**config.mk**
```make
export PLATFORM = sky130hd
export DESIGN_NAME = lpif_link_ctl
export DESIGN_NICKNAME = d
export VERILOG_FILES = /design/src/source/lpif_cfg_pkg.sv /design/src/source/lpif_link_ctl.sv
export SDC_FILE = /design/constraint.sdc
export NUM_CORES = 1
export LEC_CHECK = 0
export BUFFER_PORTS_ARGS = -buffer_cell sky130_fd_sc_hd__buf_2
export CAP_MARGIN = 25
export CORE_AREA = 2 2 39 41
export DETAILED_ROUTE_END_ITERATION = 10
export DIE_AREA = 0 0 41 43
export GPL_TIMING_DRIVEN = 0
export HOLD_SLACK_MARGIN = 0.1
export PLACE_DENSITY_LB_ADDON = 0.08
export SLEW_MARGIN = 25
export SYNTH_ARGS = -nofsm -noshare
export SYNTH_HDL_FRONTEND = slang
export SYNTH_SLANG_ARGS = --single-unit
```
**constraint.sdc**
```tcl
create_clock -name com_clk -period 1.7 [get_ports com_clk]
set_input_delay 0.085 -clock com_clk [delete_from_list [all_inputs] [get_ports com_clk]]
set_output_delay 0.085 -clock com_clk [all_outputs]
set_load 0.005 [all_outputs]
```
**src/source/lpif_cfg_pkg.sv**
```systemverilog
`default_nettype none

package lpif_cfg_pkg;

  ////////////////////////////////////////////////////////////////////////////
  // link configuration
  ////////////////////////////////////////////////////////////////////////////

  // flit payload width in bytes, 512 data bits
  localparam int unsigned data_bytes = 64;

  // crc width that goes with the 64-byte flit
  localparam int unsigned crc_bits = 16;

  // AIB lane count when the top level does not override it
  localparam int unsigned default_aib_lanes = 4;

  ////////////////////////////////////////////////////////////////////////////
  // bring-up state machine
  ////////////////////////////////////////////////////////////////////////////

  // code 5 is unused and treated as illegal
  typedef enum logic [2:0] {
    idle          = 3'h0,
    phy_init      = 3'h1,
    cfg           = 3'h2,
    calib         = 3'h3,
    wait_ca_align = 3'h4,
    link_up       = 3'h6,
    halt          = 3'h7
  } ctl_state_e;

endpackage

`default_nettype wire

```
**src/source/lpif_link_ctl.sv**
```systemverilog
`default_nettype none

module lpif_link_ctl #(
  parameter int unsigned aib_lanes = 4
) (
  input  logic                 com_clk,
  input  logic                 rst_n,
  input  logic                 i_conf_done,
  input  logic [aib_lanes-1:0] ms_tx_transfer_en,
  input  logic [aib_lanes-1:0] sl_tx_transfer_en,
  input  logic                 align_done,
  output logic                 ns_mac_rdy,
  output logic [aib_lanes-1:0] ns_adapter_rstn,
  output logic                 tx_online,
  output logic                 rx_online,
  output logic                 link_up
);

  lpif_cfg_pkg::ctl_state_e state;
  lpif_cfg_pkg::ctl_state_e state_nxt;
  logic                     te_all;

  // calibration done once every lane reports transfer enable, both sides
  assign te_all = &{ms_tx_transfer_en, sl_tx_transfer_en};

  ////////////////////////////////////////////////////////////////////////////
  // next state
  ////////////////////////////////////////////////////////////////////////////

  always_comb begin
    state_nxt = state;
    case (state)
      lpif_cfg_pkg::idle: begin
        state_nxt = lpif_cfg_pkg::phy_init;
      end
      lpif_cfg_pkg::phy_init: begin
        if (i_conf_done) begin
          state_nxt = lpif_cfg_pkg::cfg;
        end
      end
      lpif_cfg_pkg::cfg: begin
        state_nxt = lpif_cfg_pkg::calib;
      end
      lpif_cfg_pkg::calib: begin
        if (te_all) begin
          state_nxt = lpif_cfg_pkg::wait_ca_align;
        end
      end
      lpif_cfg_pkg::wait_ca_align: begin
        if (align_done) begin
          state_nxt = lpif_cfg_pkg::link_up;
        end
      end
      // terminal states, left only through reset
      lpif_cfg_pkg::link_up: state_nxt = lpif_cfg_pkg::link_up;
      lpif_cfg_pkg::halt:    state_nxt = lpif_cfg_pkg::halt;
      default:               state_nxt = lpif_cfg_pkg::halt;
    endcase
  end

  ////////////////////////////////////////////////////////////////////////////
  // state and handshake levels
  ////////////////////////////////////////////////////////////////////////////

  // each level is set on the edge that enters its state and then sticks
  always_ff @(posedge com_clk or negedge rst_n) begin
    if (!rst_n) begin
      state           <= lpif_cfg_pkg::idle;
      ns_mac_rdy      <= 1'b0;
      ns_adapter_rstn <= '0;
      tx_online       <= 1'b0;
      rx_online       <= 1'b0;
      link_up         <= 1'b0;
    end else begin
      state <= state_nxt;
      if (state_nxt == lpif_cfg_pkg::cfg) begin
        ns_mac_rdy <= 1'b1;
      end
      // adapter out of reset on all lanes together
      if (state_nxt == lpif_cfg_pkg::calib) begin
        ns_adapter_rstn <= '1;
      end
      if (state_nxt == lpif_cfg_pkg::wait_ca_align) begin
        tx_online <= 1'b1;
        rx_online <= 1'b1;
      end
      if (state_nxt == lpif_cfg_pkg::link_up) begin
        link_up <= 1'b1;
      end
    end
  end

endmodule

`default_nettype wire

```
==> flow_metrics.tcl <==
set metrics [dict create \
    root_buffer "clkbuf_4" \
    place_congestion 0.726 \
    min-delay-start "align_done" \
    synthCells 31 \
    num-fill-cells 145 \
    yosysSeqAreaShare_pct 50.9 \
    yosys.area.top_type "dfrtp_1" \
    synthDistinctLibCells 17 \
    floorplan.initialDensity_pct 24.9 \
    critPathKind "flip-flop to flip-flop" \
    die_w_um 41 \
    avgSynthCellArea_um2 11.1 \
    cts_sinks 7 \
    cp-end-kind "flip-flop" \
    routedWlPerCell_um 9.82 \
    clkPwrFrac_pct 39.4 \
    clk_pin_slew_ns 0.05 \
    min_period_ns 1.11 \
    ios 20 \
    ir_worst_vdd_uv 578 \
    grt_remaining_overflow 0 \
    post-route-util_pct 35.8 \
    switching_share_pct 22.3 \
    numCtsBuffers 3 \
    required_ns 1.89 \
    fin_total_pwr_mw 0.375 \
    fmax_mhz 901 \
    synth_warnings 0 \
    hold_viol 0 \
    drv_cap 0 \
    critPathArrivalTime_ns 1.30 \
    ant_nets 0 \
    syn_area_um2 344 \
    fin_nets 68 \
    drc 0 \
    drt_iter0_drc 2 \
    path_cells "nand2b_2 > nor4_2 > or3_1" \
    max-clock-path-buffers 2 \
    firstDrtPassIters 2 \
    internal-power_mw 0.291 \
    place_hpwl_um 592 \
    start_kind "flip-flop" \
    p_switching_mw 0.0836 \
    core_um2 1380 \
    critPathMaxFanout 7 \
    synthTopCellsByArea "dfrtp_1, buf_4, o21bai_1" \
    worst_path_max_delay_cell "dfrtp_1" \
    netlist.area_leader.share_pct 50.9 \
    port_buffers 19 \
    diodes 0 \
    via_per_inst 4.41 \
    worst_pin_slew_ns 0.345 \
    rows 14 \
    cpPeakStageDelay_ns 0.43 \
    cts_tree "yes" \
    die_h_um 43 \
    first_global_vias 281 \
    max_slew_margin_pct 76.8 \
    slew_violations 0 \
    skew_ns 0.00586 \
    combinationalPowerShare_pct 12.0 \
    syn-num-nets 43 \
    grt_max_degree 8 \
    clk_latency_ns 0.25 \
    track_usage_pct 9.60 \
    post-cts-setup-buffer-count 0 \
    die_area_um2 1760 \
    hold_class "input port to flip-flop" \
    drive_gt1_share_pct 56.4 \
    power_density_nw_per_um2 757 \
    grt_first_pass_wirelength_um 1100 \
    vias 313 \
    rsz0062_at_grt "no" \
    synth-seq-cells 7 \
    power_leakage_nw 0.227 \
    syn2layout_area_growth_pct 44.0 \
    power.share.sequential_pct 48.6 \
    r2r_start "state[2]" \
    startpoint "state[2]" \
    tns_ns 0 \
    antenna_found_initial 0 \
    routed_wl_um 697 \
    status "complete, no violations" \
    fin_crit_sh_pct 65.3 \
    htree_levels 1 \
    setup_viol 0 \
]
## registers in the layout (all words and copies together) (netlist names)
| name | cells |
|---|---|
| rx_online | 1 |
| link_up | 1 |
| ns_mac_rdy | 1 |
| ns_adapter_rstn | 1 |
| state | 3 |
## placed cells by master (no fill, tap or decap)
| master | instances |
|---|---|
| dlygate4sd3_1 | 1 |
| nand2_2 | 1 |
| buf_2 | 19 |
| nand2b_2 | 1 |
| nand3_1 | 1 |
| clkbuf_1 | 1 |
| nor3_1 | 2 |
| dfrtp_1 | 7 |
| o21bai_1 | 3 |
| or2b_1 | 1 |
| or3_1 | 1 |
| clkbuf_4 | 3 |
| nand3b_1 | 1 |
| a211oi_1 | 1 |
| nand4_2 | 1 |
| buf_4 | 4 |
| o21a_1 | 1 |
| nor4_2 | 1 |
| o21ai_0 | 1 |
| a21o_2 | 1 |
| nor2_1 | 3 |
## power by group through the flow
| stage | logic [mW] | registers, mW | clock network [mW] |
|---|---|---|---|
| floorplan | 0.0186 | 0.185 | 0 |
| global placement | 0.0437 | 0.185 | 0 |
| detailed placement | 0.0445 | 0.185 | 0 |
| CTS | 0.0463 | 0.182 | 0.156 |
| global route | 0.0508 | 0.183 | 0.165 |
| finish | 0.0451 | 0.182 | 0.148 |
## metal layers
metal / routed length, um / up-vias / share of wire (%) / track usage (%)
met4: 10 / 0 / 1.4 / 4.00
met2: 341 / 12 / 49 / 14.1
li1: - / 157 / - / -
met1: 280 / 142 / 40 / 10.5
met3: 65 / 2 / 9.3 / 6.28
met5: 0 / - / 0 / 0
## worst paths after layout
check | slack [ns] | cells past startpoint | to
max in group asynchronous | 1.35 | 2 | ns_mac_rdy
hold / removal | 0.12 | 3 | state[1]
setup reg to reg | 0.59 | 3 | rx_online
setup / recovery | 0.59 | 3 | rx_online
hold reg to reg | 0.46 | 1 | ns_mac_rdy
min in group asynchronous | 0.19 | 2 | link_up
## worst max-delay path, delay by kind of cell (launching register included)
family | cells | cell delay (ns)
simple gates | 3 | 0.63
flops | 1 | 0.43
## repair_timing
action / CTS / global route
endpoints found under the hold margin: 7 / 0
hold buffers: 1 / 0
gates resized for setup: 0 / 0
## cells in the mapped netlist
cell type,number
o21a_1,1
o21ai_0,1
dfrtp_1,7
or3_1,1
nor3_1,2
nor4_2,1
buf_4,4
nand2_2,1
or2b_1,1
nand3_1,1
nand2b_2,1
nor2_1,3
nand4_2,1
a21o_2,1
nand3b_1,1
o21bai_1,3
a211oi_1,1
## layout make-up
cell class,count,area (um^2),share of cell area (%)
flip-flops and latches,7,175,35.4
multi-input cells,20,139,28.0
repair buffers,20,105,21.2
plain buffers,4,30.0,6.06
clock buffers,4,26.3,5.30
well taps,16,20.0,4.04
## through the flow
stage	cells	setup slack [ns]	hold WS, ns	cell area, um^2
after global routing	71	0.510	0.146	495
after global placement	66	0.588	-0.0742	459
after detailed placement	66	0.584	-0.0715	459
final	71	0.591	0.118	495
after CTS	71	0.584	0.108	495
after floorplan	31	0.660	-0.211	344
## logic make-up (layout without fill, tap and decap cells)
logic type      Yosys count  count (layout)  synth area share, %
simple gates             13              13                 25.5
compound gates            7               7                 14.9
flops                     7               7                 50.9
buf+inv                   4              28                 8.73
(Power assumes the default switching activity.)
