File: src/source/lpif_cfg_pkg.sv
`default_nettype none

package lpif_cfg_pkg;

  ////////////////////////////////////////////////////////////////////////////
  // link configuration
  ////////////////////////////////////////////////////////////////////////////

  // flit payload width in bytes, 512 data bits
  localparam int unsigned data_bytes = 64;

  // crc width that goes with the 64-byte flit
  localparam int unsigned crc_bits = 16;

  // AIB lane count when the top level does not override it
  localparam int unsigned default_aib_lanes = 4;

  ////////////////////////////////////////////////////////////////////////////
  // bring-up state machine
  ////////////////////////////////////////////////////////////////////////////

  // code 5 is unused and treated as illegal
  typedef enum logic [2:0] {
    idle          = 3'h0,
    phy_init      = 3'h1,
    cfg           = 3'h2,
    calib         = 3'h3,
    wait_ca_align = 3'h4,
    link_up       = 3'h6,
    halt          = 3'h7
  } ctl_state_e;

endpackage

`default_nettype wire

File: src/source/lpif_flit_pkg.sv
`default_nettype none

package lpif_flit_pkg;

  // LPIF stream identifier
  typedef logic [7:0] stream_id_t;

  // protocol ID carried towards the adapter core
  typedef enum logic [1:0] {
    protid_cache   = 2'd0,
    protid_io      = 2'd1,
    protid_arb_mux = 2'd2
  } protid_e;

  ////////////////////////////////////////////////////////////////////////////
  // flit layouts
  ////////////////////////////////////////////////////////////////////////////

  // link layer side, stream ID form
  typedef struct packed {
    logic [lpif_cfg_pkg::data_bytes*8-1:0] data;
    logic                                  valid;
    logic [lpif_cfg_pkg::crc_bits-1:0]     crc;
    logic                                  crc_valid;
    stream_id_t                            stream;
  } lp_flit_t;

  // core side, protocol ID form
  typedef struct packed {
    logic [lpif_cfg_pkg::data_bytes*8-1:0] data;
    logic                                  valid;
    logic [lpif_cfg_pkg::crc_bits-1:0]     crc;
    logic                                  crc_valid;
    protid_e                               protid;
  } dstrm_flit_t;

  // upstream flits use the same layouts in the other direction
  typedef dstrm_flit_t ustrm_flit_t;
  typedef lp_flit_t    pl_flit_t;

endpackage

`default_nettype wire

File: src/source/lpif_ustrm_map.sv
`default_nettype none

module lpif_ustrm_map #(
  parameter lpif_flit_pkg::stream_id_t mem_cache_stream_id = 8'h01,
  parameter lpif_flit_pkg::stream_id_t io_stream_id        = 8'h02,
  parameter lpif_flit_pkg::stream_id_t arb_mux_stream_id   = 8'h03
) (
  input  logic                       com_clk,
  input  logic                       rst_n,
  input  logic                       link_up,
  input  logic                       ustrm_valid,
  input  lpif_flit_pkg::ustrm_flit_t ustrm_flit,
  output logic                       pl_valid,
  output lpif_flit_pkg::pl_flit_t    pl_flit
);

  lpif_flit_pkg::stream_id_t stream;
  logic                      fwd;

  // flits from the core are dropped until the link is up
  assign fwd = ustrm_valid & link_up;

  // protocol ID back to stream ID, spare code 3 goes to cache
  always_comb begin
    case (ustrm_flit.protid)
      lpif_flit_pkg::protid_cache:   stream = mem_cache_stream_id;
      lpif_flit_pkg::protid_io:      stream = io_stream_id;
      lpif_flit_pkg::protid_arb_mux: stream = arb_mux_stream_id;
      default:                       stream = mem_cache_stream_id;
    endcase
  end

  always_ff @(posedge com_clk or negedge rst_n) begin
    if (!rst_n) begin
      pl_valid <= 1'b0;
      pl_flit  <= '0;
    end else begin
      pl_valid <= fwd;
      // hold the last forwarded flit
      if (fwd) begin
        pl_flit.data      <= ustrm_flit.data;
        pl_flit.valid     <= ustrm_flit.valid;
        pl_flit.crc       <= ustrm_flit.crc;
        pl_flit.crc_valid <= ustrm_flit.crc_valid;
        pl_flit.stream    <= stream;
      end
    end
  end

endmodule

`default_nettype wire

File: config.mk
export PLATFORM = sky130hd
export DESIGN_NAME = lpif_ustrm_map
export DESIGN_NICKNAME = d
export VERILOG_FILES = /design/src/source/lpif_cfg_pkg.sv /design/src/source/lpif_flit_pkg.sv /design/src/source/lpif_ustrm_map.sv
export SDC_FILE = /design/constraint.sdc
export NUM_CORES = 1
export LEC_CHECK = 0
export BUFFER_PORTS_ARGS = -buffer_cell sky130_fd_sc_hd__buf_2
export CAP_MARGIN = 20
export CORE_AREA = 2 2 421 423
export DETAILED_ROUTE_END_ITERATION = 10
export DIE_AREA = 0 0 423 425
export GPL_ROUTABILITY_DRIVEN = 0
export HOLD_SLACK_MARGIN = 0.08
export PLACE_DENSITY_LB_ADDON = 0.3
export SYNTH_ARGS = -nofsm -noshare
export SYNTH_HDL_FRONTEND = slang
export SYNTH_SLANG_ARGS = --single-unit
File: constraint.sdc
create_clock -name com_clk -period 0.9 [get_ports com_clk]
set_input_delay 0.045 -clock com_clk [delete_from_list [all_inputs] [get_ports com_clk]]
set_output_delay 0.045 -clock com_clk [all_outputs]
set_load 0.01 [all_outputs]
==> key figures <==
Finish
  • Multi-input gate area: roughly 7500 um^2
  • NumNets Final: 3668
  • Register area: 13370 um^2
  • Share of layout cells above drive strength 1: 0.6378
  • Area Overhead vs Synth: 100.2%
  • Fillcell total: approximately 18000
  • Final core occ: 0.2439

Synth
  • Syn. warnings: 0
  • Post-synth EDFFs: 0
  • Synth Flop Type: dfrtp_1
  • Fraction of registers with async set/reset: 1.000
  • Top-count cell post-synth: dfrtp_1
  • Syn avg cell area: roughly 19 um^2
  • Distinct cells, synth: 12
  • Yosys top cell by area: dfrtp_1
  • Synth Cell Area: 21360 um^2
  • Post-synth top area share: 0.6244
  • Area contributors post-synth: dfrtp_1 62%, mux2_4 26%, mux2_2 8.6%, buf_6 2.2%, buf_4 0.56%
  • Post-synth top cells: 533 x dfrtp_1, 367 x mux2_4, 163 x mux2_2
  • Cells after Synth: around 1100
  • Post-synthesis sequential area ratio: 0.6244
  • Register bit total from synthesis: roughly 530

Power and ir drop
  • Int Pwr: 57930 uW
  • Peak supply drop: about 0.0013 V
  • Clock Power Share: 0.340
  • Comb pwr share: 0.280
  • Switch share: 0.2794
  • Sequential share of power: 0.380
  • Leak: between 0.02 and 0.025 uW
  • Net switching power: 22460 uW
  • P per Cell Area: between 1500 and 2000 nW/um^2

Place
  • Post-DP HPWL: ~70000 um
  • Dpl ws: -0.6221 ns
  • IO Port Bufs: 1068

Clock tree
  • Clk Latency, worst-skew pair: 0.63 ns
  • Clk slew on worst S/H paths: approximately 0.060 ns
  • Clock root cell: clkbuf_16
  • Inserted Clock Buffers: 68
  • Clock buffer depth: 3
  • CTS tree: yes
  • CTS H-tree lvls: 3
  • CTS sink cnt: about 530

STA
  • Clock Skews: 0 ns
  • Hold slack: -0.1963 ns
  • Fmax: between 0.7 and 0.8 GHz
  • Final setup fails: 633
  • Tmin final: roughly 1.4 ns
  • Unrepaired setup endpoints after global routing: yes
  • Final period util: 1.581
  • Final worst slack: -0.5230 ns
  • Slew Viols, Final: 0
  • Fin. Hold Viols: 8

Worst setup path
  • Crit path kind: reg2out
  • CP Cell Sequence: buf_6 -> buf_6
  • Sum of buffers and inverters on the critical path: 2
  • Crit path max fanout: 2
  • Critical path required time: roughly 0.85 ns
  • Crit path max-delay family: flip-flops
  • Critical-path top delay cell: dfrtp_1
  • CP Launch Type: flop
  • Setup crit end kind: primary output
  • Most common cell on crit path: buf_6
  • Worst Path Arrival: ~1.4 ns
  • CP max stage delay: between 0.4 and 0.5 ns

Run
  • Max-Cap Viols: 0

Drt
  • Vias: approximately 18000
  • Drt drc: 0
  • Vias per inst: approximately 3.2
  • Drt initial violations: 622
  • Drt pass-1 iters: 4
  • Routed WL: around 94000 um
  • Antenna-violating nets left: 0
  • WL/cell: between 15 and 20 um

Outcome
  • Failing checks: negative hold slack, negative setup slack
  • Status: finished with violations

Global routing
  • Antenna violations before repair: 4
  • Vias in the first global route: about 20000
  • Overflow after GRT: 0
  • First-pass GRT wire length: approximately 140000 um
  • Largest net degree at the start of global routing: 68
  • Total track usage: 0.1007

Floorplan
  • Row count: 154
  • I/O pin count: ~1100
  • DIE AREA: between 150000 and 200000 um^2
  • Starting Density: 0.1218
  • Die W: 423 um
  • Core Region: between 150000 and 200000 um^2
  • Die Span Y: roughly 430 um

Min path
  • Hold crit path type: in2async
[area by class of cell]
type,count,area share
timing repair buffer,1985,0.3926
sequential,533,0.3127
multi-input combinational,541,0.1751
tap,2340,0.06847
clock buffer,93,0.04409
clock inverter,18,0.006554
antenna,5,0.0002926
inverter,2,0.0001756
[power by group through the flow]
stage          Clock (uW)  Combinational [uW]  Sequential (uW)
2_1_floorplan           0                5610            31400
3_3_place_gp            0               15600            29900
3_5_place_dp            0               15700            29900
4_1_cts             28600               21500            30300
5_1_grt             29400               23900            30900
6_report            27300               22500            30600
[layout by cell type (no fill, tap or decap), types with 16 or more instances in the layout]
| master | instances |
|---|---|
| buf_12 | 25 |
| mux2_4 | 388 |
| buf_2 | 724 |
| clkbuf_1 | 16 |
| buf_4 | 155 |
| dfrtp_2 | 28 |
| mux2_2 | 142 |
| dfrtp_1 | 505 |
| buf_6 | 460 |
| dlygate4sd3_1 | 602 |
| clkbuf_16 | 70 |
[what timing repair did]
item,CTS,global route
setup buffers,135,119
gates resized for setup,492,197
endpoints found under the setup margin,533,1070
hold buffers,770,2
cloned,0,2
hold endpoints to repair,1066,20
pin swaps,0,2
[sequential cells by signal (all words and copies together) (netlist names)]
| signal | flops |
|---|---|
| pl_valid | 1 |
| pl_flit | 532 |
[metrics by stage]
| stage | std cells | setup TNS (ns) | instance area (um^2) | power [uW] |
|---|---|---|---|---|
| floorplan | 1141 | -64.37 | 21420 | 37030 |
| global placement | 4613 | -277.39 | 30330 | 45580 |
| detailed placement | 4613 | -286.52 | 30330 | 45600 |
| CTS | 5590 | -404.27 | 42820 | 80340 |
| global route | 5514 | -228.64 | 42760 | 84240 |
| finish | 5517 | -182.89 | 42760 | 80390 |
[final timing paths]
check	to	start	slack [ns]	depth (start not counted)
min in group com_clk	pl_flit[107]	ustrm_flit[101]	0.14	3
worst min-delay path	pl_flit[490]	rst_n	-0.20	2
max in group asynchronous	pl_flit[215]	rst_n	0.30	4
worst max register to register	pl_flit[534]	pl_flit[534]	-0.12	3
worst max-delay path	pl_flit[442]	pl_flit[442]	-0.52	2
worst min register to register	pl_flit[36]	pl_flit[36]	0.50	1
[cell families (layout without fill, tap and decap cells)]
family / after synthesis / after routing / share of synthesized area
compound gates: 2 / 2 / 0.0004686
mux: 531 / 531 / 0.3443
buf+inv: 67 / 2098 / 0.02975
flops: 533 / 533 / 0.6244
fa+ha+maj: 1 / 1 / 0.0005856
other cells: 1 / 11 / 0.0001755
simple gates: 1 / 1 / 0.0002930
[worst register-to-register path, delay by kind of cell, from the launching register on]
kind | cells | cell delay, ns
mux | 1 | 0.26
buf+inv | 2 | 0.24
flops | 1 | 0.40
[routing by layer]
| layer | track usage | up-vias | share of wire |
|---|---|---|---|
| met5 | 0 | - | 0.00029 |
| met4 | 0.04763 | 4 | 0.042 |
| met3 | 0.02872 | 174 | 0.062 |
| met2 | 0.1705 | 619 | 0.50 |
| met1 | 0.1169 | 8776 | 0.40 |
| li1 | - | 7976 | - |
Note: power is estimated with default switching activity, not from simulation.
