<file path="config.mk">
export PLATFORM = sky130hd
export DESIGN_NAME = lpif_dstrm_map
export DESIGN_NICKNAME = d
export VERILOG_FILES = /design/src/source/lpif_cfg_pkg.sv /design/src/source/lpif_flit_pkg.sv /design/src/source/lpif_dstrm_map.sv
export SDC_FILE = /design/constraint.sdc
export NUM_CORES = 1
export LEC_CHECK = 0
export BUFFER_PORTS_ARGS = -buffer_cell sky130_fd_sc_hd__buf_2
export CAP_MARGIN = 10
export CORE_AREA = 10 10 408 410
export CTS_CLUSTER_DIAMETER = 30
export DETAILED_ROUTE_END_ITERATION = 10
export DIE_AREA = 0 0 418 420
export PLACE_DENSITY_LB_ADDON = 0.08
export SYNTH_ARGS = -nofsm -noshare
export SYNTH_HDL_FRONTEND = slang
export SYNTH_SLANG_ARGS = --single-unit
</file>
<file path="constraint.sdc">
create_clock -name com_clk -period 0.8 [get_ports com_clk]
set_input_delay 0.2 -clock com_clk [delete_from_list [all_inputs] [get_ports com_clk]]
set_output_delay 0.2 -clock com_clk [all_outputs]
set_load 0.03 [all_outputs]
</file>
<file path="src/source/lpif_cfg_pkg.sv">
`default_nettype none

package lpif_cfg_pkg;

  ////////////////////////////////////////////////////////////////////////////
  // link configuration
  ////////////////////////////////////////////////////////////////////////////

  // flit payload width in bytes, 512 data bits
  localparam int unsigned data_bytes = 64;

  // crc width that goes with the 64-byte flit
  localparam int unsigned crc_bits = 16;

  // AIB lane count when the top level does not override it
  localparam int unsigned default_aib_lanes = 4;

  ////////////////////////////////////////////////////////////////////////////
  // bring-up state machine
  ////////////////////////////////////////////////////////////////////////////

  // code 5 is unused and treated as illegal
  typedef enum logic [2:0] {
    idle          = 3'h0,
    phy_init      = 3'h1,
    cfg           = 3'h2,
    calib         = 3'h3,
    wait_ca_align = 3'h4,
    link_up       = 3'h6,
    halt          = 3'h7
  } ctl_state_e;

endpackage

`default_nettype wire

</file>
<file path="src/source/lpif_flit_pkg.sv">
`default_nettype none

package lpif_flit_pkg;

  // LPIF stream identifier
  typedef logic [7:0] stream_id_t;

  // protocol ID carried towards the adapter core
  typedef enum logic [1:0] {
    protid_cache   = 2'd0,
    protid_io      = 2'd1,
    protid_arb_mux = 2'd2
  } protid_e;

  ////////////////////////////////////////////////////////////////////////////
  // flit layouts
  ////////////////////////////////////////////////////////////////////////////

  // link layer side, stream ID form
  typedef struct packed {
    logic [lpif_cfg_pkg::data_bytes*8-1:0] data;
    logic                                  valid;
    logic [lpif_cfg_pkg::crc_bits-1:0]     crc;
    logic                                  crc_valid;
    stream_id_t                            stream;
  } lp_flit_t;

  // core side, protocol ID form
  typedef struct packed {
    logic [lpif_cfg_pkg::data_bytes*8-1:0] data;
    logic                                  valid;
    logic [lpif_cfg_pkg::crc_bits-1:0]     crc;
    logic                                  crc_valid;
    protid_e                               protid;
  } dstrm_flit_t;

  // upstream flits use the same layouts in the other direction
  typedef dstrm_flit_t ustrm_flit_t;
  typedef lp_flit_t    pl_flit_t;

endpackage

`default_nettype wire

</file>
<file path="src/source/lpif_dstrm_map.sv">
`default_nettype none

module lpif_dstrm_map #(
  parameter lpif_flit_pkg::stream_id_t mem_cache_stream_id = 8'h01,
  parameter lpif_flit_pkg::stream_id_t io_stream_id        = 8'h02,
  parameter lpif_flit_pkg::stream_id_t arb_mux_stream_id   = 8'h03
) (
  input  logic                       com_clk,
  input  logic                       rst_n,
  input  logic                       link_up,
  input  logic                       lp_irdy,
  input  lpif_flit_pkg::lp_flit_t    lp_flit,
  output logic                       dstrm_valid,
  output lpif_flit_pkg::dstrm_flit_t dstrm_flit
);

  lpif_flit_pkg::protid_e protid;
  logic                   accept;

  // no back-pressure from the core, only the link state gates input
  assign accept = lp_irdy & link_up;

  // stream ID to protocol ID, unknown streams go to cache
  always_comb begin
    case (lp_flit.stream)
      mem_cache_stream_id: protid = lpif_flit_pkg::protid_cache;
      io_stream_id:        protid = lpif_flit_pkg::protid_io;
      arb_mux_stream_id:   protid = lpif_flit_pkg::protid_arb_mux;
      default:             protid = lpif_flit_pkg::protid_cache;
    endcase
  end

  always_ff @(posedge com_clk or negedge rst_n) begin
    if (!rst_n) begin
      dstrm_valid <= 1'b0;
      dstrm_flit  <= '0;
    end else begin
      // one strobe per accepted flit
      dstrm_valid <= accept;
      // fields hold between accepted flits
      if (accept) begin
        dstrm_flit.data      <= lp_flit.data;
        dstrm_flit.valid     <= lp_flit.valid;
        dstrm_flit.crc       <= lp_flit.crc;
        dstrm_flit.crc_valid <= lp_flit.crc_valid;
        dstrm_flit.protid    <= protid;
      end
    end
  end

endmodule

`default_nettype wire

</file>
==> key figures <==
Run status
  – Outcome: finished with violations
  – Failing checks: hold timing, setup timing

Drt
  – Vias per cell: 3.33
  – Total iterations of the first detailed-routing run: 4
  – WL/cell: 21.6 um
  – DR iter-0 viols: 493
  – Via count: between 15000 and 20000
  – Drt drc: 0
  – Routed Antenna Nets: 0
  – Routed WL: 113000 um

Logic synthesis
  – Mean area per synthesized cell: 18.2 um^2
  – Yosys warns: 0
  – Seq/Total Area, Yosys: 64.8%
  – Synthesized cell area: 20600 um^2
  – Syn Inst Count: 1130
  – Number of library cell types mapped by synthesis: 15
  – Register bit total from synthesis: 533
  – Syn Nets: 1672

Clocking
  – Hold-fix buffers, CTS: 532
  – Clock transition at path regs: 0.04 ns
  – Sink Count: 533
  – TritonCTS clock tree: yes
  – Clock latency on the worst-skew pair: 0.73 ns
  – Max clock buf depth: 3
  – CTS H-Tree Depth: 4
  – CTS Buf Count: 185
  – Root Driver: clkbuf_16

GRT
  – Grt total ovfl: 0
  – Vias in the first global route: 20813
  – GRT Util Overall: 12.1%
  – Pin count of the biggest net entering global routing: 68
  – Global-route wire length before repair: 154000 um
  – Initial antenna violation count: 21

Final layout
  – Fin area: 44600 um^2
  – Layout cells sized above 1: 65.9%
  – Area added between synthesis and finish: 117%
  – Reg area: between 10000 and 15000 um^2
  – Final #Nets: 3554
  – Fillers: 16394
  – Area of the multi-input gates: 6430 um^2

Floorplan
  – Die area: 176000 um^2
  – Die X: 418 um
  – Site Rows: 146
  – I/O pin count: 1075
  – Core Area: approximately 160000 um^2
  – Die H: 420 um
  – Initial core utilization: 13.0%

Timing
  – Worst slew pin tran: 0.417 ns
  – Final Hold Slack: -0.237 ns
  – Fin. max-slew vios: 0
  – Final setup TNS: -377.29 ns
  – Unrepaired setup endpoints after global routing: true
  – Tmin final: 1.61 ns
  – Clk_skew: 0 ns
  – FMAX: 620 MHz
  – Slew headroom: 72.2%
  – Final period util: 202%
  – Final WS setup: -0.814 ns
  – # setup viols final: between 600 and 700
  – Final hold violation count: 2

Setup path
  – Critical setup path kind: flop to primary output
  – Worst Path Required: roughly 0.60 ns
  – CP delay by family, top: flip-flops
  – Crit path DAT: 1.41 ns
  – Crit-path cells: buf_6
  – Worst Setup End Kind: primary output
  – Crit path from: dstrm_flit[319]$_DFFE_PN0P_
  – CP Max Fanout: 2
  – Slowest cell on the critical path: dfrtp_2
  – Worst r2r src: dstrm_flit[61]$_DFFE_PN0P_
  – CP max stage delay: 0.47 ns
  – CP Buf/Inv Count: 1
  – Startpoint Class: flop

Hold path
  – Min-delay worst type: primary input to flop
  – Hold Crit Start: lp_flit[4]

Power
  – P per Cell Area: 3030 nW/um^2
  – Worst VDD drop: 0.00218 V
  – LEAKAGE: 20.3 nW

Job
  – Max-cap viol count: 0

Placed design
  – Routability Congestion: 0.793
  – IO buf count: around 1100
  – Placed wire-length estimate: between 80000 and 90000 um
  – Placed cell area: 28400 um^2
[layout by cell type, fill, tap and decap left out]
cell and n:
o31ai_1 1, buf_4 59, clkbuf_16 193, or3b_2 1, clkinv_2 39, nand3_1 1
diode_2 11, buf_12 15, clkinv_8 1, clkbuf_4 1, inv_16 1, mux2_4 99
buf_2 539, dlygate4sd3_1 532, dfrtp_2 23, clkbuf_8 57, buf_8 2, bufinv_16 6
inv_6 3, buf_16 9, nand2_8 1, buf_6 587, clkinv_16 12, or4_4 1
mux2_2 431, dfrtp_1 510, clkbuf_1 35, o41ai_2 1, a21bo_2 2
[power breakdown]
| part | internal (mW) | switching [mW] |
|---|---|---|
| combinational | 15.1 | 15.5 |
| sequential | 31.1 | 3.25 |
| clock | 49.4 | 20.9 |
[final timing paths]
check                           slack, ns  depth (start not counted)                     endpoint
worst max register to register      -0.15                          2   dstrm_flit[61]$_DFFE_PN0P_
worst min-delay path                -0.24                          3    dstrm_flit[0]$_DFFE_PN0P_
worst min register to register       0.52                          1    dstrm_flit[5]$_DFFE_PN0P_
max in group asynchronous            0.18                          4  dstrm_flit[219]$_DFFE_PN0P_
worst max-delay path                -0.81                          1              dstrm_flit[319]
min in group asynchronous            0.06                          3  dstrm_flit[217]$_DFFE_PN0P_
[worst min-delay path: stages]
cell     delay (ns)
buf_2          0.07
or3b_2         0.12
o41ai_2        0.06
[cell usage after synthesis, drive strengths merged]
| cell | n | area (um^2) |
|---|---|---|
| nand3 | 1 | 5.00 |
| or4 | 1 | 7.51 |
| or3b | 1 | 8.76 |
| buf | 58 | 1030 |
| a21bo | 2 | 20.0 |
| dfrtp | 533 | 13300 |
| inv | 1 | 8.76 |
| o41ai | 1 | 16.3 |
| nand2 | 1 | 6.26 |
| mux2 | 530 | 6130 |
| o31ai | 1 | 7.51 |
[layer usage]
layer / up-vias / share of wire, % / track usage (%)
li1: 7889 / - / -
met1: 8714 / 35 / 12.1
met2: 666 / 54 / 22.4
met3: 218 / 6.9 / 4.45
met4: 2 / 3.7 / 5.26
met5: - / 0.0071 / 0
[cell families (layout without fill, tap and decap cells)]
group           Yosys count  in the layout  share of synthesized area [%]
compound gates            4              4                          0.213
buf+inv                  59           2091                           5.03
flops                   533            533                           64.8
mux                     530            530                           29.8
other cells               0             11                              0
simple gates              4              4                          0.134
[sequential cells by signal, indices dropped and copies added (netlist names)]
name,cells
dstrm_flit,532
dstrm_valid,1
[timing repair]
action	CTS	global route
endpoints found under the setup margin	567	729
pin swaps	0	0
setup buffers	59	29
resized for setup	1080	105
endpoints found under the hold margin	1065	2
gates cloned	0	9
[final cells by class]
| cell class | instances | area share [%] |
|---|---|---|
| clock buffer | 278 | 12.5 |
| timing repair inverter | 2 | 0.104 |
| timing repair buffer | 1751 | 35.5 |
| antenna | 11 | 0.0617 |
| tap | 2072 | 5.81 |
| multi-input combinational | 538 | 14.4 |
| clock inverter | 59 | 1.62 |
| inverter | 1 | 0.0673 |
| sequential | 533 | 30.0 |
[stage by stage]
stage          cells  hold slack, ns  worst slack (ns)  util, %  power (mW)
3_3_place_gp    4280           0.189            -0.839     18.0        56.3
3_5_place_dp    4280           0.188            -0.865     18.0        56.3
2_1_floorplan   1130         -0.0956            -0.281        -        46.5
6_report        5245          -0.237            -0.814     28.3         135
4_1_cts         5208          -0.334            -0.887     27.8         137
5_1_grt         5244          -0.279            -0.875     28.3         141
No activity file was read; power rests on OpenSTA's default activity.
